[config.mk]
export PLATFORM = sky130hd
export DESIGN_NAME = subway
export DESIGN_NICKNAME = d
export VERILOG_FILES = /design/src/subway_pkg.sv /design/src/subway.sv /design/src/subway_action_stream.sv /design/src/subway_ctrl.sv /design/src/subway_map_store.sv /design/src/subway_route_planner.sv
export VERILOG_INCLUDE_DIRS = /design/src
export SDC_FILE = /design/constraint.sdc
export NUM_CORES = 1
export LEC_CHECK = 0
export BUFFER_PORTS_ARGS = -buffer_cell sky130_fd_sc_hd__buf_2
export CORE_MARGIN = 4
export CORE_UTILIZATION = 40
export DETAILED_ROUTE_END_ITERATION = 10
export PLACE_DENSITY_LB_ADDON = 0.3
export SLEW_MARGIN = 30
export SYNTH_ARGS = -nofsm -noshare
export SYNTH_HDL_FRONTEND = slang
export SYNTH_SLANG_ARGS = --single-unit
[constraint.sdc]
create_clock -name clk -period 9.1 [get_ports clk]
set_clock_uncertainty 0.15 [all_clocks]
set_input_delay 1.82 -clock clk [delete_from_list [all_inputs] [get_ports clk]]
set_output_delay 1.82 -clock clk [all_outputs]
set_load 0.05 [all_outputs]
[src/subway_cfg.svh]
`ifndef SUBWAY_CFG_SVH
`define SUBWAY_CFG_SVH

// map format
`define SUBWAY_FRAMES     64
`define SUBWAY_LANES      4
`define SUBWAY_LANE_W     2
`define SUBWAY_CELL_W     2
`define SUBWAY_ROW_W      (`SUBWAY_LANES * `SUBWAY_CELL_W)
`define SUBWAY_FRAME_W    6

// train rows every 8 frames, starting at frame 8
`define SUBWAY_TRAIN_GAP  8
`define SUBWAY_SEGMENTS   7

// one action per frame transition
`define SUBWAY_STEPS      63

`endif

[src/subway_pkg.sv]
`default_nettype none

`include "subway_cfg.svh"

package subway_pkg;

    typedef enum logic [`SUBWAY_CELL_W-1:0] {
        road          = 2'd0,
        low_obstacle  = 2'd1, // needs a jump
        high_obstacle = 2'd2, // passed going forward
        train         = 2'd3
    } cell_t;

    typedef enum logic [1:0] {
        act_forward = 2'd0,
        act_right   = 2'd1, // toward higher lane index
        act_left    = 2'd2,
        act_jump    = 2'd3
    } action_t;

    typedef enum logic [1:0] {
        st_idle = 2'd0,
        st_load = 2'd1,
        st_plan = 2'd2,
        st_emit = 2'd3
    } ctrl_state_t;

endpackage

`default_nettype wire

[src/subway.sv]
`timescale 1ns/10ps
`default_nettype none

`include "subway_cfg.svh"

module subway (
    input  logic                         clk,
    input  logic                         rst_n,
    input  logic                         in_valid,
    input  logic [`SUBWAY_LANE_W-1:0]    init,
    input  subway_pkg::cell_t            in0,
    input  subway_pkg::cell_t            in1,
    input  subway_pkg::cell_t            in2,
    input  subway_pkg::cell_t            in3,
    output logic                         out_valid,
    output subway_pkg::action_t          out
);

    // sequencing
    logic load_en;
    logic plan_start;
    logic plan_done;
    logic emit_start;
    logic emit_done;

    // store read ports
    logic [`SUBWAY_FRAME_W-1:0] rd_a_frame;
    logic [`SUBWAY_ROW_W-1:0]   rd_a_row;
    logic [`SUBWAY_FRAME_W-1:0] rd_b_frame;
    logic [`SUBWAY_ROW_W-1:0]   rd_b_row;

    logic [`SUBWAY_LANE_W-1:0]                   start_lane;
    logic [`SUBWAY_SEGMENTS*`SUBWAY_LANE_W-1:0]  seg_target; // flattened, seg 0 in low bits

    subway_ctrl u_ctrl (
        .clk        (clk),
        .rst_n      (rst_n),
        .in_valid   (in_valid),
        .plan_done  (plan_done),
        .emit_done  (emit_done),
        .load_en    (load_en),
        .plan_start (plan_start),
        .emit_start (emit_start)
    );

    subway_map_store u_map_store (
        .clk        (clk),
        .rst_n      (rst_n),
        .load_en    (load_en),
        .in0        (in0),
        .in1        (in1),
        .in2        (in2),
        .in3        (in3),
        .init       (init),
        .rd_a_frame (rd_a_frame),
        .rd_b_frame (rd_b_frame),
        .rd_a_row   (rd_a_row),
        .rd_b_row   (rd_b_row),
        .start_lane (start_lane)
    );

    subway_route_planner u_route_planner (
        .clk        (clk),
        .rst_n      (rst_n),
        .plan_start (plan_start),
        .rd_a_row   (rd_a_row),
        .rd_a_frame (rd_a_frame),
        .plan_done  (plan_done),
        .seg_target (seg_target)
    );

    subway_action_stream u_action_stream (
        .clk        (clk),
        .rst_n      (rst_n),
        .emit_start (emit_start),
        .start_lane (start_lane),
        .seg_target (seg_target),
        .rd_b_row   (rd_b_row),
        .rd_b_frame (rd_b_frame),
        .emit_done  (emit_done),
        .out_valid  (out_valid),
        .out        (out)
    );

endmodule

`default_nettype wire

[src/subway_action_stream.sv]
`timescale 1ns/10ps
`default_nettype none

`include "subway_cfg.svh"

module subway_action_stream (
    input  logic                                          clk,
    input  logic                                          rst_n,
    input  logic                                          emit_start,
    input  logic [`SUBWAY_LANE_W-1:0]                     start_lane,
    input  logic [`SUBWAY_SEGMENTS*`SUBWAY_LANE_W-1:0]    seg_target,
    input  logic [`SUBWAY_ROW_W-1:0]                      rd_b_row,
    output logic [`SUBWAY_FRAME_W-1:0]                    rd_b_frame,
    output logic                                          emit_done,
    output logic                                          out_valid,
    output subway_pkg::action_t                           out
);

    logic                                   active;
    logic                                   running;
    logic [`SUBWAY_FRAME_W-1:0]             step_q;
    logic [`SUBWAY_LANE_W-1:0]              lane_q;
    logic [`SUBWAY_LANE_W-1:0]              cur_lane;
    logic [`SUBWAY_LANE_W-1:0]              target;
    logic [`SUBWAY_LANE_W-1:0]              next_lane;
    logic [$clog2(`SUBWAY_SEGMENTS)-1:0]    seg_idx;
    subway_pkg::action_t                    action;

    // step 0 is worked out in the emit_start cycle itself
    assign running  = emit_start | active;
    assign cur_lane = emit_start ? start_lane : lane_q;

    assign seg_idx    = step_q[`SUBWAY_FRAME_W-1:$clog2(`SUBWAY_TRAIN_GAP)];
    assign rd_b_frame = step_q + 1'b1; // frame being entered

    assign emit_done = running && (step_q == `SUBWAY_STEPS - 1);

    always_comb begin
        target = cur_lane; // last segment has no train row ahead
        if (seg_idx < `SUBWAY_SEGMENTS) begin
            target = seg_target[seg_idx*`SUBWAY_LANE_W +: `SUBWAY_LANE_W];
        end
    end

    always_comb begin
        next_lane = cur_lane;
        if (step_q[0] && target > cur_lane) begin
            action    = subway_pkg::act_right;
            next_lane = cur_lane + 1'b1;
        end else if (step_q[0] && target < cur_lane) begin
            action    = subway_pkg::act_left;
            next_lane = cur_lane - 1'b1;
        end else if (rd_b_row[cur_lane*`SUBWAY_CELL_W +: `SUBWAY_CELL_W] ==
                     subway_pkg::low_obstacle) begin
            action = subway_pkg::act_jump;
        end else begin
            action = subway_pkg::act_forward; // road and high obstacles alike
        end
    end

    always_ff @(posedge clk or negedge rst_n) begin
        if (!rst_n) begin
            active <= 1'b0;
            step_q <= '0;
            lane_q <= '0;
        end else if (running) begin
            lane_q <= next_lane;
            if (emit_done) begin
                active <= 1'b0;
                step_q <= '0;
            end else begin
                active <= 1'b1;
                step_q <= step_q + 1'b1;
            end
        end
    end

    // registered output, one action per cycle
    always_ff @(posedge clk or negedge rst_n) begin
        if (!rst_n) begin
            out_valid <= 1'b0;
            out       <= subway_pkg::act_forward;
        end else begin
            out_valid <= running;
            out       <= running ? action : subway_pkg::act_forward;
        end
    end

endmodule

`default_nettype wire

[src/subway_ctrl.sv]
`timescale 1ns/10ps
`default_nettype none

module subway_ctrl (
    input  logic clk,
    input  logic rst_n,
    input  logic in_valid,
    input  logic plan_done,
    input  logic emit_done,
    output logic load_en,
    output logic plan_start,
    output logic emit_start
);

    subway_pkg::ctrl_state_t state;
    subway_pkg::ctrl_state_t state_nx;

    always_comb begin
        state_nx = state;
        case (state)
            subway_pkg::st_idle: begin
                if (in_valid) begin
                    state_nx = subway_pkg::st_load;
                end
            end
            subway_pkg::st_load: begin
                if (!in_valid) begin
                    state_nx = subway_pkg::st_plan;
                end
            end
            subway_pkg::st_plan: begin
                if (plan_done) begin
                    state_nx = subway_pkg::st_emit;
                end
            end
            subway_pkg::st_emit: begin
                if (emit_done) begin
                    state_nx = subway_pkg::st_idle;
                end
            end
            default: begin
                state_nx = subway_pkg::st_idle;
            end
        endcase
    end

    // frame 0 arrives while still in idle
    assign load_en = in_valid &&
                     (state == subway_pkg::st_idle || state == subway_pkg::st_load);

    always_ff @(posedge clk or negedge rst_n) begin
        if (!rst_n) begin
            state      <= subway_pkg::st_idle;
            plan_start <= 1'b0;
            emit_start <= 1'b0;
        end else begin
            state      <= state_nx;
            // pulses on state entry
            plan_start <= (state == subway_pkg::st_load) && !in_valid;
            emit_start <= (state == subway_pkg::st_plan) && plan_done;
        end
    end

endmodule

`default_nettype wire

[src/subway_map_store.sv]
`timescale 1ns/10ps
`default_nettype none

`include "subway_cfg.svh"

module subway_map_store (
    input  logic                         clk,
    input  logic                         rst_n,
    input  logic                         load_en,
    input  subway_pkg::cell_t            in0,
    input  subway_pkg::cell_t            in1,
    input  subway_pkg::cell_t            in2,
    input  subway_pkg::cell_t            in3,
    input  logic [`SUBWAY_LANE_W-1:0]    init,
    input  logic [`SUBWAY_FRAME_W-1:0]   rd_a_frame,
    input  logic [`SUBWAY_FRAME_W-1:0]   rd_b_frame,
    output logic [`SUBWAY_ROW_W-1:0]     rd_a_row,
    output logic [`SUBWAY_ROW_W-1:0]     rd_b_row,
    output logic [`SUBWAY_LANE_W-1:0]    start_lane
);

    // lane l sits at bits [2l+1:2l] of a row
    logic [`SUBWAY_ROW_W-1:0]   mem [0:`SUBWAY_FRAMES-1];
    logic [`SUBWAY_FRAME_W-1:0] wr_ptr;

    always_ff @(posedge clk or negedge rst_n) begin
        if (!rst_n) begin
            wr_ptr <= '0;
        end else if (load_en) begin
            wr_ptr <= wr_ptr + 1'b1;
        end else begin
            wr_ptr <= '0; // ready for next map
        end
    end

    always_ff @(posedge clk or negedge rst_n) begin
        if (!rst_n) begin
            start_lane <= '0;
        end else if (load_en && wr_ptr == '0) begin
            start_lane <= init; // sampled with frame 0 only
        end
    end

    always_ff @(posedge clk) begin
        if (load_en) begin
            mem[wr_ptr] <= {in3, in2, in1, in0};
        end
    end

    // planner port
    assign rd_a_row = mem[rd_a_frame];
    // emitter port
    assign rd_b_row = mem[rd_b_frame];

endmodule

`default_nettype wire

[src/subway_route_planner.sv]
`timescale 1ns/10ps
`default_nettype none

`include "subway_cfg.svh"

module subway_route_planner (
    input  logic                                          clk,
    input  logic                                          rst_n,
    input  logic                                          plan_start,
    input  logic [`SUBWAY_ROW_W-1:0]                      rd_a_row,
    output logic [`SUBWAY_FRAME_W-1:0]                    rd_a_frame,
    output logic                                          plan_done,
    output logic [`SUBWAY_SEGMENTS*`SUBWAY_LANE_W-1:0]    seg_target
);

    logic                                   busy;
    logic [$clog2(`SUBWAY_SEGMENTS)-1:0]    seg_q;
    logic [`SUBWAY_LANE_W-1:0]              free_lane;

    // train row of segment s is frame 8*(s+1)
    assign rd_a_frame = {seg_q + 1'b1, {$clog2(`SUBWAY_TRAIN_GAP){1'b0}}};

    // lowest lane without a train wins
    always_comb begin
        free_lane = '0;
        for (int l = `SUBWAY_LANES - 1; l >= 0; l--) begin
            if (rd_a_row[l*`SUBWAY_CELL_W +: `SUBWAY_CELL_W] != subway_pkg::train) begin
                free_lane = l[`SUBWAY_LANE_W-1:0];
            end
        end
    end

    assign plan_done = busy && (seg_q == `SUBWAY_SEGMENTS - 1);

    always_ff @(posedge clk or negedge rst_n) begin
        if (!rst_n) begin
            busy  <= 1'b0;
            seg_q <= '0;
        end else if (plan_start) begin
            busy  <= 1'b1;
            seg_q <= '0;
        end else if (busy) begin
            if (plan_done) begin
                busy  <= 1'b0;
                seg_q <= '0;
            end else begin
                seg_q <= seg_q + 1'b1;
            end
        end
    end

    // one target per train row
    always_ff @(posedge clk) begin
        if (busy) begin
            seg_target[seg_q*`SUBWAY_LANE_W +: `SUBWAY_LANE_W] <= free_lane;
        end
    end

endmodule

`default_nettype wire

Word level (Yosys, flattened, before mapping)
Memories as Yosys holds them, arrays and structs flattened.
Cells that the tools add are included.
- logic and storage cells: 85
- bits of input ports: 13
- output and inout port bits: 3
- memories kept: 1
- bits in registers: 42
- RAM bits: 512
- reduce and logical (&&, ||, !) cells: 14
- add/sub/neg operators: 6
- bitwise gates (word level): 1
- mux-type cells: 29
- shift-type cells: 4
- eq/ne operators: 14
- order comparisons: 3
- memories (name ; words ; width ; rd ports ; clocked after memory_dff ; wr ports ; RTL line ; RTL):
    u_map_store.mem ; 64 ; 8 ; 2 ; 0 ; 1 ; subway_map_store.sv:23 ; logic [`SUBWAY_ROW_W-1:0] mem [0:`SUBWAY_FRAMES-1];
- operator list (kind ; count):
    negator 4 -> 34 bit ; 1
    variable shift 2 x 34 -> 14 bit (first input constant) ; 1
    indexed part select 2 x 34 -> 14 bit ; 1
    two-way mux 2 bit ; 16
    bitwise mux 14 bit ; 1
    != test 2 bit (second input constant) ; 7
    indexed part select 14 x 5 -> 2 bit ; 1
    adder 6 x 1 -> 6 bit (second input constant) ; 2
    two-way mux 6 bit ; 2
    two-way mux 3 bit ; 3
    logical AND 1 bit ; 8
    one-hot mux 2 bit (4 select lines) ; 1
    indexed part select 8 x 4 -> 2 bit ; 1
    equality test 6 bit (second input constant) ; 1
    logical NOT 6 bit ; 1
    two-way mux 1 bit ; 6
    equality test 2 x 1 -> 1 bit (second input constant) ; 2
    equality test 2 bit (second input constant) ; 2
    AND reduction 4 bit ; 1
    adder 3 x 1 -> 3 bit (second input constant) ; 1
    equality test 3 bit (second input constant) ; 1
    < comparator 3 bit (second input constant) ; 1
    adder 2 x 1 -> 2 bit (second input constant) ; 1
    greater-than comparator 2 bit ; 1
    other kinds (8) ; 8

Longest topological paths before layout
An unclocked memory read counts as a cell.
- depth after elaboration: 9
- mapped depth: 17
- mapped depth without buffers: 11

By module
Synthesis repeated with hierarchy kept, for this count alone.
- cells, all modules: 1439
- area total of the unflattened synthesis: 26694.4 um2
- modules (own cells, without submodules) (module ; cells an instance ; area an instance (um2) ; times used ; seq. area each (um2)):
    subway_map_store ; 1239 ; 24578.6 ; 1 ; 15574.9
    subway_route_planner ; 87 ; 968.4 ; 1 ; 520.5
    subway_action_stream ; 92 ; 893.4 ; 1 ; 300.3
    subway_ctrl ; 21 ; 254.0 ; 1 ; 100.1

Worst setup path before layout
No wires, ideal clock.
- kind: reg2reg
- start: register u_action_stream.step_q[0]
- end: register u_action_stream.out[1]
- path slack: 5.041 ns
- stages on the path, launching flop included: 18
- setup time: 0.122 ns
- clock period less this slack: 4.059 ns
- arrival time: 3.787 ns
- cells stage by stage: dfrtp_1 > buf_2 > buf_6 > buf_2 > clkinv_1 > clkbuf_1 > ha_1 > buf_2 > buf_2 > buf_2 > clkbuf_1 > mux4_2 > mux2i_1 > o22ai_1 > nor4_1 > o22ai_1 > o41a_1 > a32o_1
- longest elaborated chain between the ends: 8
- ends and longest elaborated chain (what ; RTL line ; RTL):
    start: declaration ; subway_action_stream.sv:21 ; logic [`SUBWAY_FRAME_W-1:0] step_q;
    start signal: assignment ; subway_action_stream.sv:73 ; step_q <= step_q + 1'b1;
    adder 6 x 1 -> 6 bit ; subway_action_stream.sv:34 ; assign rd_b_frame = step_q + 1'b1;
    memory (64 x 8 bit) ; n/a ;
    indexed part select 8 x 4 -> 2 bit ; subway_action_stream.sv:53 ; end else if (rd_b_row[cur_lane*`SUBWAY_CELL_W +: `SUBWAY_CELL_W] ==
    equality test 2 x 1 -> 1 bit ; subway_action_stream.sv:53 ;
    two-way mux 2 bit ; subway_action_stream.sv:53 ;
    two-way mux 2 bit ; subway_action_stream.sv:50 ; end else if (step_q[0] && target < cur_lane) begin
    two-way mux 2 bit (*) ; subway_action_stream.sv:47 ; if (step_q[0] && target > cur_lane) begin
    two-way mux 2 bit (*) ; subway_action_stream.sv:85 ; out <= running ? action : subway_pkg::act_forward;
    end signal: assignment ; subway_action_stream.sv:82 ; out <= subway_pkg::act_forward;
    end signal: assignment ; subway_action_stream.sv:85 ;
    end: declaration ; subway_action_stream.sv:16 ; output subway_pkg::action_t out
Mark *: on every way between the ends. The rest lies on a longest branch, timed or not.
A chain may end at the register's enable or synchronous reset.

Worst setup path in the final report
Same ends and word-level chain as after synthesis.

==> metrics.txt <==
gr ovfl total 0; first-pass GRT wire length 79.80 mm; Sw Ratio 0.3331; Die Span X 246.2 um; full die area 0.06062 mm2; Core Footprint around 0.056 mm2; Detailed Routing Iterations Pass 1 5; vias 11.70k; maxcap violations 0; Yosys top cell area share 0.6958; DRT antenna net count 0; Worst-Margin Slew 0.9830 ns; count leader, synth edfxtp_1; min Tclk post-route slightly above 5 ns; pin count of the biggest net entering global routing 65; CP Cell Sequence ha_1 -> xor2_4 -> buf_4 -> mux4_2 -> mux2i_1 -> nor2_1 -> or4_1 -> nor4_1 -> o41a_1 -> a32o_1; PortBufs 15; Area Overhead vs Synth 10.99%; Core Util, Final 0.4477; Final Setup Violations 0; worst endpoint required time 9.49 ns; clk buf depth 3; Hold Path Sink u_route_planner.seg_q[2]$_DFFE_PN0P_; Initial DRC Count 1289; Starting Density 0.4033; Post-Syn Area 0.02270 mm2; Psw ~0.0025 W; top cells by count, synth edfxtp_1 (526), mux4_2 (125), nor2_1 (108), mux2i_1 (62), nand2_1 (60); Placed Area around 0.024 mm2; PwrDens 303.5 mW/mm2; P_int 0.005100 W; Placed Instances 1957; Slew headroom 0.3422; Worst Hold Class reg2reg; RR Startpoint u_action_stream.step_q[0]$_DFFE_PN0P_; startpoint types register; vias per inst 5.682; # clock sinks 554; post-cts hold buffer count 0; layout cells sized above 1 0.1871; CTS root buf clkbuf_16; Clk network pwr share 0.276; fmax between 0.15 and 0.2 GHz; GPL Wtd Cong 0.9390; Ports 16; Fin Setup TNS 0 ns; sequential cell area ~0.016 mm2; post-route design area 0.02519 mm2; Final Hold Vio Count 0; cell taking the most area after synthesis edfxtp_1; Slowest cell on crit path dfrtp_4; H-tree Lvls 2; ranking of synthesized cells by area edfxtp_1 (70%), mux4_2 (12%), dfrtp_1 (3.1%); combinational cell fraction of total power 0.335; r2r endpoint u_action_stream.out[1]$_DFF_PN0_; Register-to-Register Path Depth 10; CTS Buf Count 56; average wire per standard cell between 20 and 30 um; postcts setup bufs 0; VDD IR max just under 0.2 mV; crit path DAT between 5 and 6 ns; hold_sp u_ctrl.plan_start$_DFF_PN0_; CP Max Fanout 49; CP endpoint kind register; Final Slew Violations 0; status finished clean; Hold Slack between 0.3 and 0.4 ns; post-DP HPWL between 30 and 40 mm; total number of yosys warnings 0; Post-layout nets roughly 1.3k; ANT cells 0; r2r setup slk ~4.0 ns; TritonCTS clock tree done; Synth Net Count 1264; number of synthesized flops with an enable pin 526; register bit total from synthesis approximately 550; number of gates resized after cts 0; Multi-input gate area 0.005848 mm2; worst hold path depth 1; initial antenna violation count 0; Period Utilization, post-route 0.5656; synth unique cells 56; top_reg_cell synth edfxtp_1; Die Y about 250 um; Reg power frac 0.389; FILL cells 4802; residual DRC count 0; average size of a mapped cell 18.38 um2; number of global-route vias before repair 11.65k; Seq/Total Area, Yosys 0.7267; clk_lat worst skew 0.61 ns; ys async rst share 0.05054; clock-pin slew on the worst setup and hold paths 0.06 ns; total wire length 53.77 mm; CP peak stage delay 0.77 ns; Mapped Cells roughly 1.2k; RSZ-0062 raised after global routing false; row count 87; total track usage 0.1783; Non-Filler Instances 2060; Lkg Pwr between 7 and 8 nW; CP Class reg2reg
logic make-up (layout without fill, tap and decap cells):
logic type | after synthesis | after routing | share of synthesized area
flops | 554 | 554 | 0.7267
fa+ha+maj | 16 | 16 | 0.008819
xor+xnor | 8 | 8 | 0.003914
compound gates | 118 | 118 | 0.03307
buf+inv | 79 | 148 | 0.01703
mux | 197 | 197 | 0.1576
simple gates | 263 | 263 | 0.05281
layout by cell type (no fill, tap or decap), types with 4 or more instances in the layout:
cell type,synthesis,final
a22oi_1,4,4
clkinv_2,0,9
o21ai_1,4,4
nand3_1,31,31
and3_1,9,9
clkbuf_1,32,17
o21ai_0,39,39
o211ai_1,6,6
nor3_1,6,6
or3_1,4,4
nand3b_1,6,6
buf_2,17,12
o22ai_1,17,17
nor2b_1,4,4
nor2_1,108,108
o221ai_1,7,7
mux4_2,125,125
clkinv_1,2,18
nand4_1,6,6
clkbuf_16,0,56
buf_4,6,17
mux2i_1,62,62
ha_1,16,15
nand2b_1,4,4
and2_1,5,5
dfrtp_1,28,27
edfxtp_1,526,526
nor4_1,9,9
or2_2,5,5
a21oi_1,18,18
inv_1,14,14
nand2_1,60,60
mux2_2,8,8
state kept, by name, summed over array words and instances (netlist names), 2 cells and up:
| name | flops |
|---|---|
| u_action_stream.lane_q | 2 |
| u_action_stream.out | 2 |
| u_action_stream.step_q | 6 |
| u_ctrl.state | 2 |
| u_map_store.mem | 512 |
| u_map_store.start_lane | 2 |
| u_map_store.wr_ptr | 6 |
| u_route_planner.seg_q | 3 |
| u_route_planner.seg_target | 14 |
worst max-delay path by stage:
stage / depth (start not counted) / endpoint / slack [ns] / from
detailed placement: 10 / u_action_stream.out[1]$_DFF_PN0_ / 3.97 / u_action_stream.step_q[0]$_DFFE_PN0P_
global placement: 10 / u_action_stream.out[1]$_DFF_PN0_ / 4.09 / u_action_stream.step_q[0]$_DFFE_PN0P_
floorplan: 17 / u_action_stream.out[1]$_DFF_PN0_ / 5.04 / u_action_stream.step_q[0]$_DFFE_PN0P_
CTS: 10 / u_action_stream.out[1]$_DFF_PN0_ / 3.91 / u_action_stream.step_q[0]$_DFFE_PN0P_
global route: 10 / u_action_stream.out[0]$_DFF_PN0_ / 3.65 / u_action_stream.step_q[0]$_DFFE_PN0P_
finish: 10 / u_action_stream.out[1]$_DFF_PN0_ / 3.95 / u_action_stream.step_q[0]$_DFFE_PN0P_
metrics by stage:
step | power, W | worst slack, ns
CTS | 0.007707 | 3.909
global route | 0.007977 | 3.646
finish | 0.007648 | 3.953
floorplan | 0.004819 | 5.041
global placement | 0.005585 | 4.087
detailed placement | 0.005605 | 3.975
layout make-up:
class                   count  area share
clock buffers              73     0.05815
clock inverters            30    0.007449
inverters                  16    0.002384
multi-input cells         602      0.2321
flip-flops and latches    554      0.6549
well taps                 756     0.03754
repair buffers             29    0.007449
per-layer routing:
metal	routed length, um	GRT usage
met3	3948	0.03026
met1	22950	0.2596
met5	0	0
met2	25520	0.2779
met4	1354	0.05423
critical path, delay by kind of cell, from the launching register on:
kind	cells	cell delay [ns]
AO/OA/AOI/OAI	2	0.43
XOR/XNOR	1	0.53
adder cells (fa/ha/maj)	1	0.77
buffers and inverters	1	0.77
flip-flops	1	0.77
multiplexers	2	0.78
AND/OR/NAND/NOR	3	0.84
power by group through the flow:
stage	clock network (W)	logic, W	registers (W)
after floorplan	0	0.00184	0.00298
after global placement	0	0.00256	0.00302
after detailed placement	0	0.00258	0.00303
after CTS	0.00215	0.00258	0.00298
after global routing	0.00226	0.00273	0.00299
final	0.00211	0.00256	0.00297
No activity file was read; power rests on OpenSTA's default activity.
